File: config.mk
export PLATFORM = sky130hd
export DESIGN_NAME = cache_top
export DESIGN_NICKNAME = d
export VERILOG_FILES = /design/src/common/cache_pkg.sv /design/src/ctrl/cache_ctrl_regs.sv /design/src/cache_mem_port.sv /design/src/cache_req_decode.sv /design/src/cache_resp_merge.sv /design/src/cache_top.sv /design/src/tags/cache_tag_store.sv /design/src/wtbuf/cache_write_buffer.sv
export SDC_FILE = /design/constraint.sdc
export NUM_CORES = 2
export LEC_CHECK = 0
export ABC_AREA = 1
export BUFFER_PORTS_ARGS = -buffer_cell sky130_fd_sc_hd__buf_2
export CORE_MARGIN = 5
export CORE_UTILIZATION = 55
export DETAILED_ROUTE_END_ITERATION = 7
export PLACE_DENSITY = 0.71
export SYNTH_ARGS = -nofsm -noshare
export SYNTH_HDL_FRONTEND = slang
export SYNTH_SLANG_ARGS = --single-unit
File: constraint.sdc
create_clock -name clk_i -period 22.8 [get_ports clk_i]
set_input_delay 4.56 -clock clk_i [delete_from_list [all_inputs] [get_ports clk_i]]
set_output_delay 4.56 -clock clk_i [all_outputs]
set_load 0.03 [all_outputs]
File: src/common/cache_pkg.sv
package cache_pkg;

   localparam int ADDR_W      = 16;
   localparam int TAG_W       = 7;
   localparam int INDEX_W     = 6;
   localparam int OFFSET_W    = 2;
   localparam int CTRL_ADDR_W = 4;

   // Top bit selects the control register space.
   typedef union packed {
      struct packed {
         logic                space;
         logic [TAG_W-1:0]    tag;
         logic [INDEX_W-1:0]  index;
         logic [OFFSET_W-1:0] offset;
      } cache;
      struct packed {
         logic                          space;
         logic [ADDR_W-CTRL_ADDR_W-2:0] unused;
         logic [CTRL_ADDR_W-1:0]        reg_addr;
      } ctrl;
   } cache_addr_u;

   localparam logic [CTRL_ADDR_W-1:0] RW_HIT_ADDR     = 4'd0;
   localparam logic [CTRL_ADDR_W-1:0] RW_MISS_ADDR    = 4'd1;
   localparam logic [CTRL_ADDR_W-1:0] READ_HIT_ADDR   = 4'd2;
   localparam logic [CTRL_ADDR_W-1:0] READ_MISS_ADDR  = 4'd3;
   localparam logic [CTRL_ADDR_W-1:0] WRITE_HIT_ADDR  = 4'd4;
   localparam logic [CTRL_ADDR_W-1:0] WRITE_MISS_ADDR = 4'd5;
   localparam logic [CTRL_ADDR_W-1:0] RST_CNTRS_ADDR  = 4'd6;
   localparam logic [CTRL_ADDR_W-1:0] INVALIDATE_ADDR = 4'd7;
   localparam logic [CTRL_ADDR_W-1:0] WTB_EMPTY_ADDR  = 4'd8;
   localparam logic [CTRL_ADDR_W-1:0] WTB_FULL_ADDR   = 4'd9;
   localparam logic [CTRL_ADDR_W-1:0] VERSION_ADDR    = 4'd10;

   localparam logic [15:0] CACHE_VERSION = 16'h0101;

endpackage

File: src/ctrl/cache_ctrl_regs.sv
`timescale 1ns/10ps

module cache_ctrl_regs #(
   parameter int DATA_W       = 32,
   parameter int USE_CTRL_CNT = 1
) (
   input  logic                              clk_i,
   input  logic                              reset,
   input  logic                              ctrl_valid,
   input  logic [cache_pkg::CTRL_ADDR_W-1:0] ctrl_addr,
   input  logic                              read_hit,
   input  logic                              read_miss,
   input  logic                              write_hit,
   input  logic                              write_miss,
   input  logic                              full,
   input  logic                              empty,
   output logic                              ctrl_ready,
   output logic [DATA_W-1:0]                 ctrl_rdata,
   output logic                              invalidate
);

   logic [DATA_W-1:0] read_hit_cnt;
   logic [DATA_W-1:0] read_miss_cnt;
   logic [DATA_W-1:0] write_hit_cnt;
   logic [DATA_W-1:0] write_miss_cnt;
   logic [DATA_W-1:0] rd_value;

   generate
      if (USE_CTRL_CNT != 0) begin : g_cnt
         logic clear_q;

         always_ff @(posedge clk_i or posedge reset) begin
            if (reset) begin
               clear_q        <= 1'b0;
               read_hit_cnt   <= '0;
               read_miss_cnt  <= '0;
               write_hit_cnt  <= '0;
               write_miss_cnt <= '0;
            end else begin
               // Clear lands at the end of the answer cycle.
               clear_q <= ctrl_valid && ctrl_addr == cache_pkg::RST_CNTRS_ADDR;
               if (clear_q) begin
                  read_hit_cnt   <= '0;
                  read_miss_cnt  <= '0;
                  write_hit_cnt  <= '0;
                  write_miss_cnt <= '0;
               end else if (read_hit) begin
                  read_hit_cnt <= read_hit_cnt + 1'b1;
               end else if (read_miss) begin
                  read_miss_cnt <= read_miss_cnt + 1'b1;
               end else if (write_hit) begin
                  write_hit_cnt <= write_hit_cnt + 1'b1;
               end else if (write_miss) begin
                  write_miss_cnt <= write_miss_cnt + 1'b1;
               end
            end
         end
      end else begin : g_no_cnt
         assign read_hit_cnt   = '0;
         assign read_miss_cnt  = '0;
         assign write_hit_cnt  = '0;
         assign write_miss_cnt = '0;
      end
   endgenerate

   always_comb begin
      case (ctrl_addr)
         cache_pkg::RW_HIT_ADDR:     rd_value = read_hit_cnt + write_hit_cnt;
         cache_pkg::RW_MISS_ADDR:    rd_value = read_miss_cnt + write_miss_cnt;
         cache_pkg::READ_HIT_ADDR:   rd_value = read_hit_cnt;
         cache_pkg::READ_MISS_ADDR:  rd_value = read_miss_cnt;
         cache_pkg::WRITE_HIT_ADDR:  rd_value = write_hit_cnt;
         cache_pkg::WRITE_MISS_ADDR: rd_value = write_miss_cnt;
         cache_pkg::WTB_EMPTY_ADDR:  rd_value = DATA_W'(empty);
         cache_pkg::WTB_FULL_ADDR:   rd_value = DATA_W'(full);
         cache_pkg::VERSION_ADDR:    rd_value = DATA_W'(cache_pkg::CACHE_VERSION);
         default:                    rd_value = '0;
      endcase
   end

   always_ff @(posedge clk_i or posedge reset) begin
      if (reset) begin
         ctrl_ready <= 1'b0;
         ctrl_rdata <= '0;
         invalidate <= 1'b0;
      end else begin
         ctrl_ready <= ctrl_valid;
         ctrl_rdata <= ctrl_valid ? rd_value : '0;
         invalidate <= ctrl_valid && ctrl_addr == cache_pkg::INVALIDATE_ADDR;
      end
   end

endmodule

File: src/cache_mem_port.sv
`timescale 1ns/10ps

module cache_mem_port #(
   parameter int DATA_W = 32
) (
   input  logic                         clk_i,
   input  logic                         reset,
   input  logic                         head_valid,
   input  logic [cache_pkg::ADDR_W-1:0] head_addr,
   input  logic [DATA_W-1:0]            head_data,
   input  logic                         refill_req,
   input  logic [cache_pkg::ADDR_W-1:0] refill_addr,
   input  logic                         mem_ready,
   input  logic [DATA_W-1:0]            mem_rdata,
   output logic                         pop,
   output logic                         refill_done,
   output logic [DATA_W-1:0]            refill_data,
   output logic                         mem_valid,
   output logic                         mem_we,
   output logic [cache_pkg::ADDR_W-1:0] mem_addr,
   output logic [DATA_W-1:0]            mem_wdata
);

   localparam logic [1:0] ST_IDLE  = 2'd0;
   localparam logic [1:0] ST_WRITE = 2'd1;
   localparam logic [1:0] ST_READ  = 2'd2;

   logic [1:0] state;

   assign pop         = state == ST_WRITE && mem_ready;
   assign refill_done = state == ST_READ && mem_ready;
   assign refill_data = mem_rdata;

   always_ff @(posedge clk_i or posedge reset) begin
      if (reset) begin
         state     <= ST_IDLE;
         mem_valid <= 1'b0;
         mem_we    <= 1'b0;
         mem_addr  <= '0;
         mem_wdata <= '0;
      end else if (state == ST_IDLE) begin
         // Buffer drain goes before a refill.
         if (head_valid) begin
            state     <= ST_WRITE;
            mem_valid <= 1'b1;
            mem_we    <= 1'b1;
            mem_addr  <= head_addr;
            mem_wdata <= head_data;
         end else if (refill_req) begin
            state     <= ST_READ;
            mem_valid <= 1'b1;
            mem_we    <= 1'b0;
            mem_addr  <= refill_addr;
         end
      end else if (mem_ready) begin
         state     <= ST_IDLE;
         mem_valid <= 1'b0;
      end
   end

endmodule

File: src/cache_req_decode.sv
`timescale 1ns/10ps

module cache_req_decode #(
   parameter int DATA_W = 32
) (
   input  logic                              clk_i,
   input  logic                              reset,
   input  logic                              req_valid,
   input  logic                              req_we,
   input  logic [cache_pkg::ADDR_W-1:0]      req_addr,
   input  logic [DATA_W-1:0]                 req_wdata,
   output logic                              cache_valid,
   output logic                              cache_we,
   output logic [cache_pkg::ADDR_W-1:0]      cache_addr,
   output logic [DATA_W-1:0]                 cache_wdata,
   output logic                              ctrl_valid,
   output logic [cache_pkg::CTRL_ADDR_W-1:0] ctrl_addr
);

   cache_pkg::cache_addr_u       req_view;
   logic                         held_we;
   logic [cache_pkg::ADDR_W-1:0] held_addr;
   logic [DATA_W-1:0]            held_wdata;

   assign req_view    = req_addr;
   assign cache_valid = req_valid & ~req_view.cache.space;
   assign ctrl_valid  = req_valid & req_view.ctrl.space;
   assign ctrl_addr   = req_view.ctrl.reg_addr;

   // Cache fields stay stable while the tag store stalls.
   always_ff @(posedge clk_i or posedge reset) begin
      if (reset) begin
         held_we    <= 1'b0;
         held_addr  <= '0;
         held_wdata <= '0;
      end else if (cache_valid) begin
         held_we    <= req_we;
         held_addr  <= req_addr;
         held_wdata <= req_wdata;
      end
   end

   assign cache_we    = cache_valid ? req_we : held_we;
   assign cache_addr  = cache_valid ? req_addr : held_addr;
   assign cache_wdata = cache_valid ? req_wdata : held_wdata;

endmodule

File: src/cache_resp_merge.sv
`timescale 1ns/10ps

module cache_resp_merge #(
   parameter int DATA_W = 32
) (
   input  logic              clk_i,
   input  logic              reset,
   input  logic              req_valid,
   input  logic              cache_ready,
   input  logic [DATA_W-1:0] cache_rdata,
   input  logic              ctrl_ready,
   input  logic [DATA_W-1:0] ctrl_rdata,
   output logic              resp_ready,
   output logic [DATA_W-1:0] resp_rdata
);

   logic busy;

   // One request in flight at a time.
   always_ff @(posedge clk_i or posedge reset) begin
      if (reset) begin
         busy <= 1'b0;
      end else if (req_valid) begin
         busy <= 1'b1;
      end else if (resp_ready) begin
         busy <= 1'b0;
      end
   end

   assign resp_ready = busy & (cache_ready | ctrl_ready);
   assign resp_rdata = !resp_ready ? '0 : (ctrl_ready ? ctrl_rdata : cache_rdata);

endmodule

File: src/cache_top.sv
`timescale 1ns/10ps

module cache_top #(
   parameter int DATA_W       = 32,
   parameter int WBUF_DEPTH   = 4,
   parameter int USE_CTRL_CNT = 1
) (
   input  logic                         clk_i,
   input  logic                         reset,
   input  logic                         req_valid,
   input  logic                         req_we,
   input  logic [cache_pkg::ADDR_W-1:0] req_addr,
   input  logic [DATA_W-1:0]            req_wdata,
   output logic                         resp_ready,
   output logic [DATA_W-1:0]            resp_rdata,
   output logic                         mem_valid,
   output logic                         mem_we,
   output logic [cache_pkg::ADDR_W-1:0] mem_addr,
   output logic [DATA_W-1:0]            mem_wdata,
   input  logic                         mem_ready,
   input  logic [DATA_W-1:0]            mem_rdata
);

   logic                              cache_valid;
   logic                              cache_we;
   logic [cache_pkg::ADDR_W-1:0]      cache_addr;
   logic [DATA_W-1:0]                 cache_wdata;
   logic                              ctrl_valid;
   logic [cache_pkg::CTRL_ADDR_W-1:0] ctrl_addr;
   logic                              cache_ready;
   logic [DATA_W-1:0]                 cache_rdata;
   logic                              read_hit;
   logic                              read_miss;
   logic                              write_hit;
   logic                              write_miss;
   logic                              push;
   logic [cache_pkg::ADDR_W-1:0]      push_addr;
   logic [DATA_W-1:0]                 push_data;
   logic                              refill_req;
   logic [cache_pkg::ADDR_W-1:0]      refill_addr;
   logic                              refill_done;
   logic [DATA_W-1:0]                 refill_data;
   logic                              head_valid;
   logic [cache_pkg::ADDR_W-1:0]      head_addr;
   logic [DATA_W-1:0]                 head_data;
   logic                              pop;
   logic                              full;
   logic                              empty;
   logic                              ctrl_ready;
   logic [DATA_W-1:0]                 ctrl_rdata;
   logic                              invalidate;

   // Port names match the wires above.
   cache_req_decode #(.DATA_W(DATA_W)) u_decode (.*);

   cache_tag_store #(.DATA_W(DATA_W)) u_tags (.*);

   cache_write_buffer #(
      .DATA_W    (DATA_W),
      .WBUF_DEPTH(WBUF_DEPTH)
   ) u_wtbuf (.*);

   cache_mem_port #(.DATA_W(DATA_W)) u_mem_port (.*);

   cache_ctrl_regs #(
      .DATA_W      (DATA_W),
      .USE_CTRL_CNT(USE_CTRL_CNT)
   ) u_ctrl (.*);

   cache_resp_merge #(.DATA_W(DATA_W)) u_merge (.*);

endmodule

File: src/tags/cache_tag_store.sv
`timescale 1ns/10ps

module cache_tag_store #(
   parameter int DATA_W = 32
) (
   input  logic                         clk_i,
   input  logic                         reset,
   input  logic                         cache_valid,
   input  logic                         cache_we,
   input  logic [cache_pkg::ADDR_W-1:0] cache_addr,
   input  logic [DATA_W-1:0]            cache_wdata,
   input  logic                         invalidate,
   input  logic                         full,
   input  logic                         pop,
   input  logic                         refill_done,
   input  logic [DATA_W-1:0]            refill_data,
   output logic                         cache_ready,
   output logic [DATA_W-1:0]            cache_rdata,
   output logic                         read_hit,
   output logic                         read_miss,
   output logic                         write_hit,
   output logic                         write_miss,
   output logic                         push,
   output logic [cache_pkg::ADDR_W-1:0] push_addr,
   output logic [DATA_W-1:0]            push_data,
   output logic                         refill_req,
   output logic [cache_pkg::ADDR_W-1:0] refill_addr
);

   localparam int LINES = 2 ** cache_pkg::INDEX_W;
   localparam logic [1:0] ST_IDLE   = 2'd0;
   localparam logic [1:0] ST_MISS   = 2'd1;
   localparam logic [1:0] ST_WSTALL = 2'd2;

   cache_pkg::cache_addr_u        addr_view;
   logic [LINES-1:0]              valid;
   logic [cache_pkg::TAG_W-1:0]   tag_mem  [LINES];
   logic [DATA_W-1:0]             data_mem [LINES];
   logic [1:0]                    state;
   logic                          hit;
   logic                          write_ok;

   assign addr_view = cache_addr;
   assign hit = valid[addr_view.cache.index]
                && tag_mem[addr_view.cache.index] == addr_view.cache.tag;

   assign read_hit   = cache_valid & ~cache_we & hit;
   assign read_miss  = cache_valid & ~cache_we & ~hit;
   assign write_hit  = cache_valid & cache_we & hit;
   assign write_miss = cache_valid & cache_we & ~hit;

   // A write goes to the buffer once a slot is free.
   assign write_ok = cache_we && ((state == ST_IDLE && cache_valid && !full)
                                  || (state == ST_WSTALL && pop));

   assign push_addr   = cache_addr;
   assign push_data   = cache_wdata;
   assign refill_addr = cache_addr;

   always_ff @(posedge clk_i or posedge reset) begin
      if (reset) begin
         state       <= ST_IDLE;
         valid       <= '0;
         cache_ready <= 1'b0;
         push        <= 1'b0;
         refill_req  <= 1'b0;
      end else begin
         cache_ready <= 1'b0;
         push        <= write_ok;
         if (invalidate) begin
            valid <= '0;
         end
         case (state)
            ST_IDLE: begin
               if (cache_valid) begin
                  if (cache_we && full) begin
                     state <= ST_WSTALL;
                  end else if (cache_we || hit) begin
                     cache_ready <= 1'b1;
                  end else begin
                     state      <= ST_MISS;
                     refill_req <= 1'b1;
                  end
               end
            end
            ST_MISS: begin
               if (refill_done) begin
                  valid[addr_view.cache.index] <= 1'b1;
                  refill_req  <= 1'b0;
                  cache_ready <= 1'b1;
                  state       <= ST_IDLE;
               end
            end
            ST_WSTALL: begin
               if (pop) begin
                  cache_ready <= 1'b1;
                  state       <= ST_IDLE;
               end
            end
            default: state <= ST_IDLE;
         endcase
      end
   end

   always_ff @(posedge clk_i) begin
      if (state == ST_MISS && refill_done) begin
         tag_mem[addr_view.cache.index]  <= addr_view.cache.tag;
         data_mem[addr_view.cache.index] <= refill_data;
         cache_rdata                     <= refill_data;
      end else begin
         // No allocation on a write miss.
         if (write_ok && hit) begin
            data_mem[addr_view.cache.index] <= cache_wdata;
         end
         if (cache_valid) begin
            cache_rdata <= cache_we ? '0 : data_mem[addr_view.cache.index];
         end
      end
   end

endmodule

File: src/wtbuf/cache_write_buffer.sv
`timescale 1ns/10ps

module cache_write_buffer #(
   parameter int DATA_W     = 32,
   parameter int WBUF_DEPTH = 4
) (
   input  logic                         clk_i,
   input  logic                         reset,
   input  logic                         push,
   input  logic [cache_pkg::ADDR_W-1:0] push_addr,
   input  logic [DATA_W-1:0]            push_data,
   input  logic                         pop,
   output logic                         head_valid,
   output logic [cache_pkg::ADDR_W-1:0] head_addr,
   output logic [DATA_W-1:0]            head_data,
   output logic                         full,
   output logic                         empty
);

   localparam int PTR_W = $clog2(WBUF_DEPTH);

   logic [cache_pkg::ADDR_W-1:0] addr_mem [WBUF_DEPTH];
   logic [DATA_W-1:0]            data_mem [WBUF_DEPTH];
   logic [PTR_W-1:0]             rd_ptr;
   logic [PTR_W-1:0]             wr_ptr;
   logic [PTR_W:0]               count;

   assign empty      = count == '0;
   assign full       = count == WBUF_DEPTH;
   assign head_valid = ~empty;
   assign head_addr  = addr_mem[rd_ptr];
   assign head_data  = data_mem[rd_ptr];

   always_ff @(posedge clk_i or posedge reset) begin
      if (reset) begin
         rd_ptr <= '0;
         wr_ptr <= '0;
         count  <= '0;
      end else begin
         if (push) begin
            wr_ptr <= wr_ptr + 1'b1;
         end
         if (pop) begin
            rd_ptr <= rd_ptr + 1'b1;
         end
         // Pointers wrap at the power-of-two depth.
         case ({push, pop})
            2'b10:   count <= count + 1'b1;
            2'b01:   count <= count - 1'b1;
            default: count <= count;
         endcase
      end
   end

   always_ff @(posedge clk_i) begin
      if (push) begin
         addr_mem[wr_ptr] <= push_addr;
         data_mem[wr_ptr] <= push_data;
      end
   end

endmodule
==> results.json <==
{
  "outcome": "finished, violations left",
  "violations": "capacitance limit, slew limit",
  "fin_tns_setup_ps": 0,
  "port_buffers": 167,
  "worst_setup_path_start_kind": "primary input",
  "cp_max_fo": 80,
  "endpoint_kind": "register",
  "placementRows": 173,
  "routabilityCongestion": 1.034,
  "fin_skew_ps": 72.56,
  "powerDensity_mw_per_mm2": 95.11,
  "async_flop_share_pct": 11.14,
  "synth_area_mm2": 0.1222,
  "cts.sinks": 3061,
  "drc_errors": 0,
  "cp.required_ps": 23320,
  "wirelength_mm": 390.2,
  "area_delta_synth_final_pct": 12.38,
  "grt_use_total_pct": 33.09,
  "post-cts-setup-buffers": 0,
  "drt-initial-drc-count": 12184,
  "h-tree-depth": 5,
  "cts_buffers": 323,
  "first_pass_iters": 7,
  "finalPower_mw": 13.06,
  "grt_overflow_total": 0,
  "fin_crit_sh_pct": 48.84,
  "grt_pass1_vias": 79336,
  "finalHoldViolCount": 0,
  "hold_ws_ps": 466.4,
  "worstSetupPathType": "primary input to register",
  "yosys_warnings": 0,
  "fp.coreArea_mm2": 0.2217,
  "rsz0062_at_grt": "no",
  "avgSynthCellArea_um2": 13.06,
  "synth-edff-count": 2720,
  "synth_cells": 9359,
  "critPathArrivalTime_ps": 11650,
  "grt_first_pass_wirelength_mm": 559.3,
  "synthesis.nets": 9518,
  "tritoncts": "yes",
  "dr_total_vias": 83810,
  "postCtsHoldBufs": 0,
  "hpwl_mm": 238.3,
  "finalSetupViolCount": 0,
  "fp.dieArea_mm2": 0.2317,
  "die_x_um": 481.3,
  "ys.flop_type": "edfxtp_1",
  "io_pins": 168,
  "path_clk_slew_ps": 60,
  "ys_types": 59,
  "rrSetupSlack_ps": 15140,
  "fillCellCount": 16559,
  "p_leak_nw": 47.41,
  "cap_violations": 1,
  "worst_pin_slew_ps": 1553,
  "ant_nets": 0,
  "post_drt_wl_per_cell_um": 30.57,
  "maxSlewViolCount": 3,
  "final_core_util_pct": 61.95,
  "cts-resized-gates": 0,
  "start_util_pct": 55.13,
  "slew_headroom_pct": -4.871,
  "ys_ff_latch": 3061,
  "cts-root-buf": "clkbuf_16",
  "antenna_found_initial": 27,
  "final_layout_size_suffix_gt1_share_pct": 11.29,
  "nets": 9702,
  "dieHeight_um": 481.3,
  "period_minus_slack_ps": 11130,
  "clk_latency_ps": 970,
  "grt_max_degree": 138,
  "worstHoldPathType": "register to register",
  "vias_per_cell": 6.565,
  "synth_seq_area_share_pct": 73.83,
  "max_freq_mhz": 89.81,
  "ctsLongestPathBuffers": 4,
  "irDropWorstVdd_mv": 0.09835
}
-- cells by family after synthesis --
logic type	share of synthesized area [%]
AOI/OAI and AO/OA	10.70
xor gates and xnor gates	0.8960
adders and majority gates	0.7762
buffers and inverters	3.134
DFF	73.83
muxes	0.2949
and+or+nand+nor	10.37
-- registers in the layout (all words and copies together) (netlist names), 2 cells and up --
name and count:
u_mem_port.mem_wdata 32, u_ctrl.read_miss_cnt 32, u_wtbuf.wr_ptr 2, u_tags.tag_mem 448, u_ctrl.write_hit_cnt 32, u_wtbuf.addr_mem 64, u_ctrl.write_miss_cnt 32, u_wtbuf.count 3
u_mem_port.state 2, u_decode.held_wdata 32, u_mem_port.mem_addr 16, u_wtbuf.rd_ptr 2, u_ctrl.ctrl_rdata 32, u_tags.data_mem 2048, u_tags.cache_rdata 32, u_wtbuf.data_mem 128
u_ctrl.read_hit_cnt 32, u_decode.held_addr 16, u_tags.state 2, u_tags.valid 64
-- final cells by class --
type | count | area [um2] | area share (%)
flip-flops and latches | 3061 | 90220 | 65.70
multi-input cells | 5346 | 29380 | 21.39
clock buffers | 416 | 8730 | 6.357
well taps | 2975 | 3722 | 2.711
repair buffers | 387 | 2575 | 1.875
inverters | 424 | 1608 | 1.171
clock inverters | 143 | 1050 | 0.7645
diodes | 15 | 37.54 | 0.02734
-- cells in the final DEF, fill, tap and decap left out, types with 39 or more instances in the layout --
cell type	n
clkbuf_16	329
clkinv_1	56
nand4_1	85
nor3_1	85
inv_1	402
nor4_1	39
o21ai_1	62
buf_4	213
edfxtp_1	2720
o21ai_0	349
xor2_1	110
nand3_1	327
a21oi_4	64
or2_2	78
a21oi_1	160
buf_2	167
a31oi_1	40
ha_1	71
nor2_1	768
clkinv_2	53
clkbuf_1	70
o41ai_1	189
dfrtp_1	337
nand2_1	1559
o22ai_1	1021
-- Yosys cell counts (7+ instances only) --
cell / count / area share [%]
a211oi_1: 12 / 0.074
a21oi_1: 224 / 0.92
a221oi_1: 16 / 0.11
a31oi_1: 40 / 0.20
buf_1: 89 / 0.27
buf_2: 142 / 0.58
buf_4: 17 / 0.10
clkbuf_1: 278 / 0.85
dfrtp_1: 341 / 7.0
edfxtp_1: 2720 / 67
ha_1: 71 / 0.73
inv_1: 417 / 1.3
inv_2: 7 / 0.022
mux2_2: 32 / 0.29
nand2_1: 1578 / 4.8
nand3_1: 328 / 1.3
nand3b_1: 30 / 0.18
nand4_1: 85 / 0.44
nor2_1: 773 / 2.4
nor2_2: 7 / 0.036
nor3_1: 86 / 0.35
nor4_1: 39 / 0.20
o2111ai_1: 25 / 0.18
o211ai_1: 20 / 0.12
o21a_1: 10 / 0.061
o21ai_0: 365 / 1.5
o21ai_1: 70 / 0.29
o221ai_1: 25 / 0.18
o22a_1: 30 / 0.22
o22ai_1: 1021 / 5.2
o41a_1: 7 / 0.065
o41ai_1: 192 / 1.4
or2_2: 78 / 0.40
xnor2_1: 15 / 0.11
xor2_1: 110 / 0.79
-- metrics by stage --
stage | std cells | setup slack, ps | cell area [um2]
finish | 12767 | 11670 | 137300
global route | 12755 | 11180 | 137300
CTS | 12752 | 11920 | 137300
detailed placement | 12193 | 10960 | 127500
global placement | 12193 | 11150 | 127500
floorplan | 9359 | 8788 | 122200
-- power by group --
| group | internal [mW] | switching (mW) | leakage (nW) |
|---|---|---|---|
| combinational | 0.422 | 1.33 | 13.8 |
| sequential | 6.28 | 0.0830 | 28.8 |
| clock | 2.84 | 2.10 | 4.80 |
| total | 9.54 | 3.52 | 47.4 |
-- worst max-delay path: stages --
cell	delay (ps)
buf_2	130
inv_2	80
nand2_2	60
buf_4	410
nand2_1	210
nand2_4	360
buf_4	820
buf_4	720
o21ai_0	220
nand2_1	110
nand2_1	70
nand2_1	60
nand2_1	80
nand2_1	60
nand2_1	90
nor2_1	270
nand2_1	90
nand2_1	70
nand2_1	40
nor2_1	120
nand3_2	90
buf_4	240
nor2b_4	580
buf_4	720
nand2_1	150
nand2_2	990
-- worst paths after layout --
check	start	to	cells past startpoint
hold reg to reg	u_mem_port.mem_we$_DFFE_PP0P_	u_mem_port.mem_we$_DFFE_PP0P_	2
setup / recovery	req_addr[15]	u_tags.data_mem[37][6]$_DFFE_PP_	26
hold / removal	u_mem_port.mem_we$_DFFE_PP0P_	u_mem_port.mem_we$_DFFE_PP0P_	2
max in group asynchronous	reset	u_tags.valid[1]$_DFF_PP0_	5
setup reg to reg	u_decode.held_addr[2]$_DFF_PP0_	u_tags.data_mem[37][6]$_DFFE_PP_	23
min in group asynchronous	reset	u_mem_port.mem_wdata[29]$_DFFE_PP0P_	2
-- routing by layer --
layer | global-route usage (%) | share of wire, % | vias to the layer above
met2 | 49.93 | 45 | 6005
met3 | 8.728 | 13 | 1042
met5 | 0 | 0.028 | -
met4 | 15.73 | 5.6 | 16
li1 | - | - | 35306
met1 | 45.31 | 37 | 41441
No activity file was read; power rests on OpenSTA's default activity.
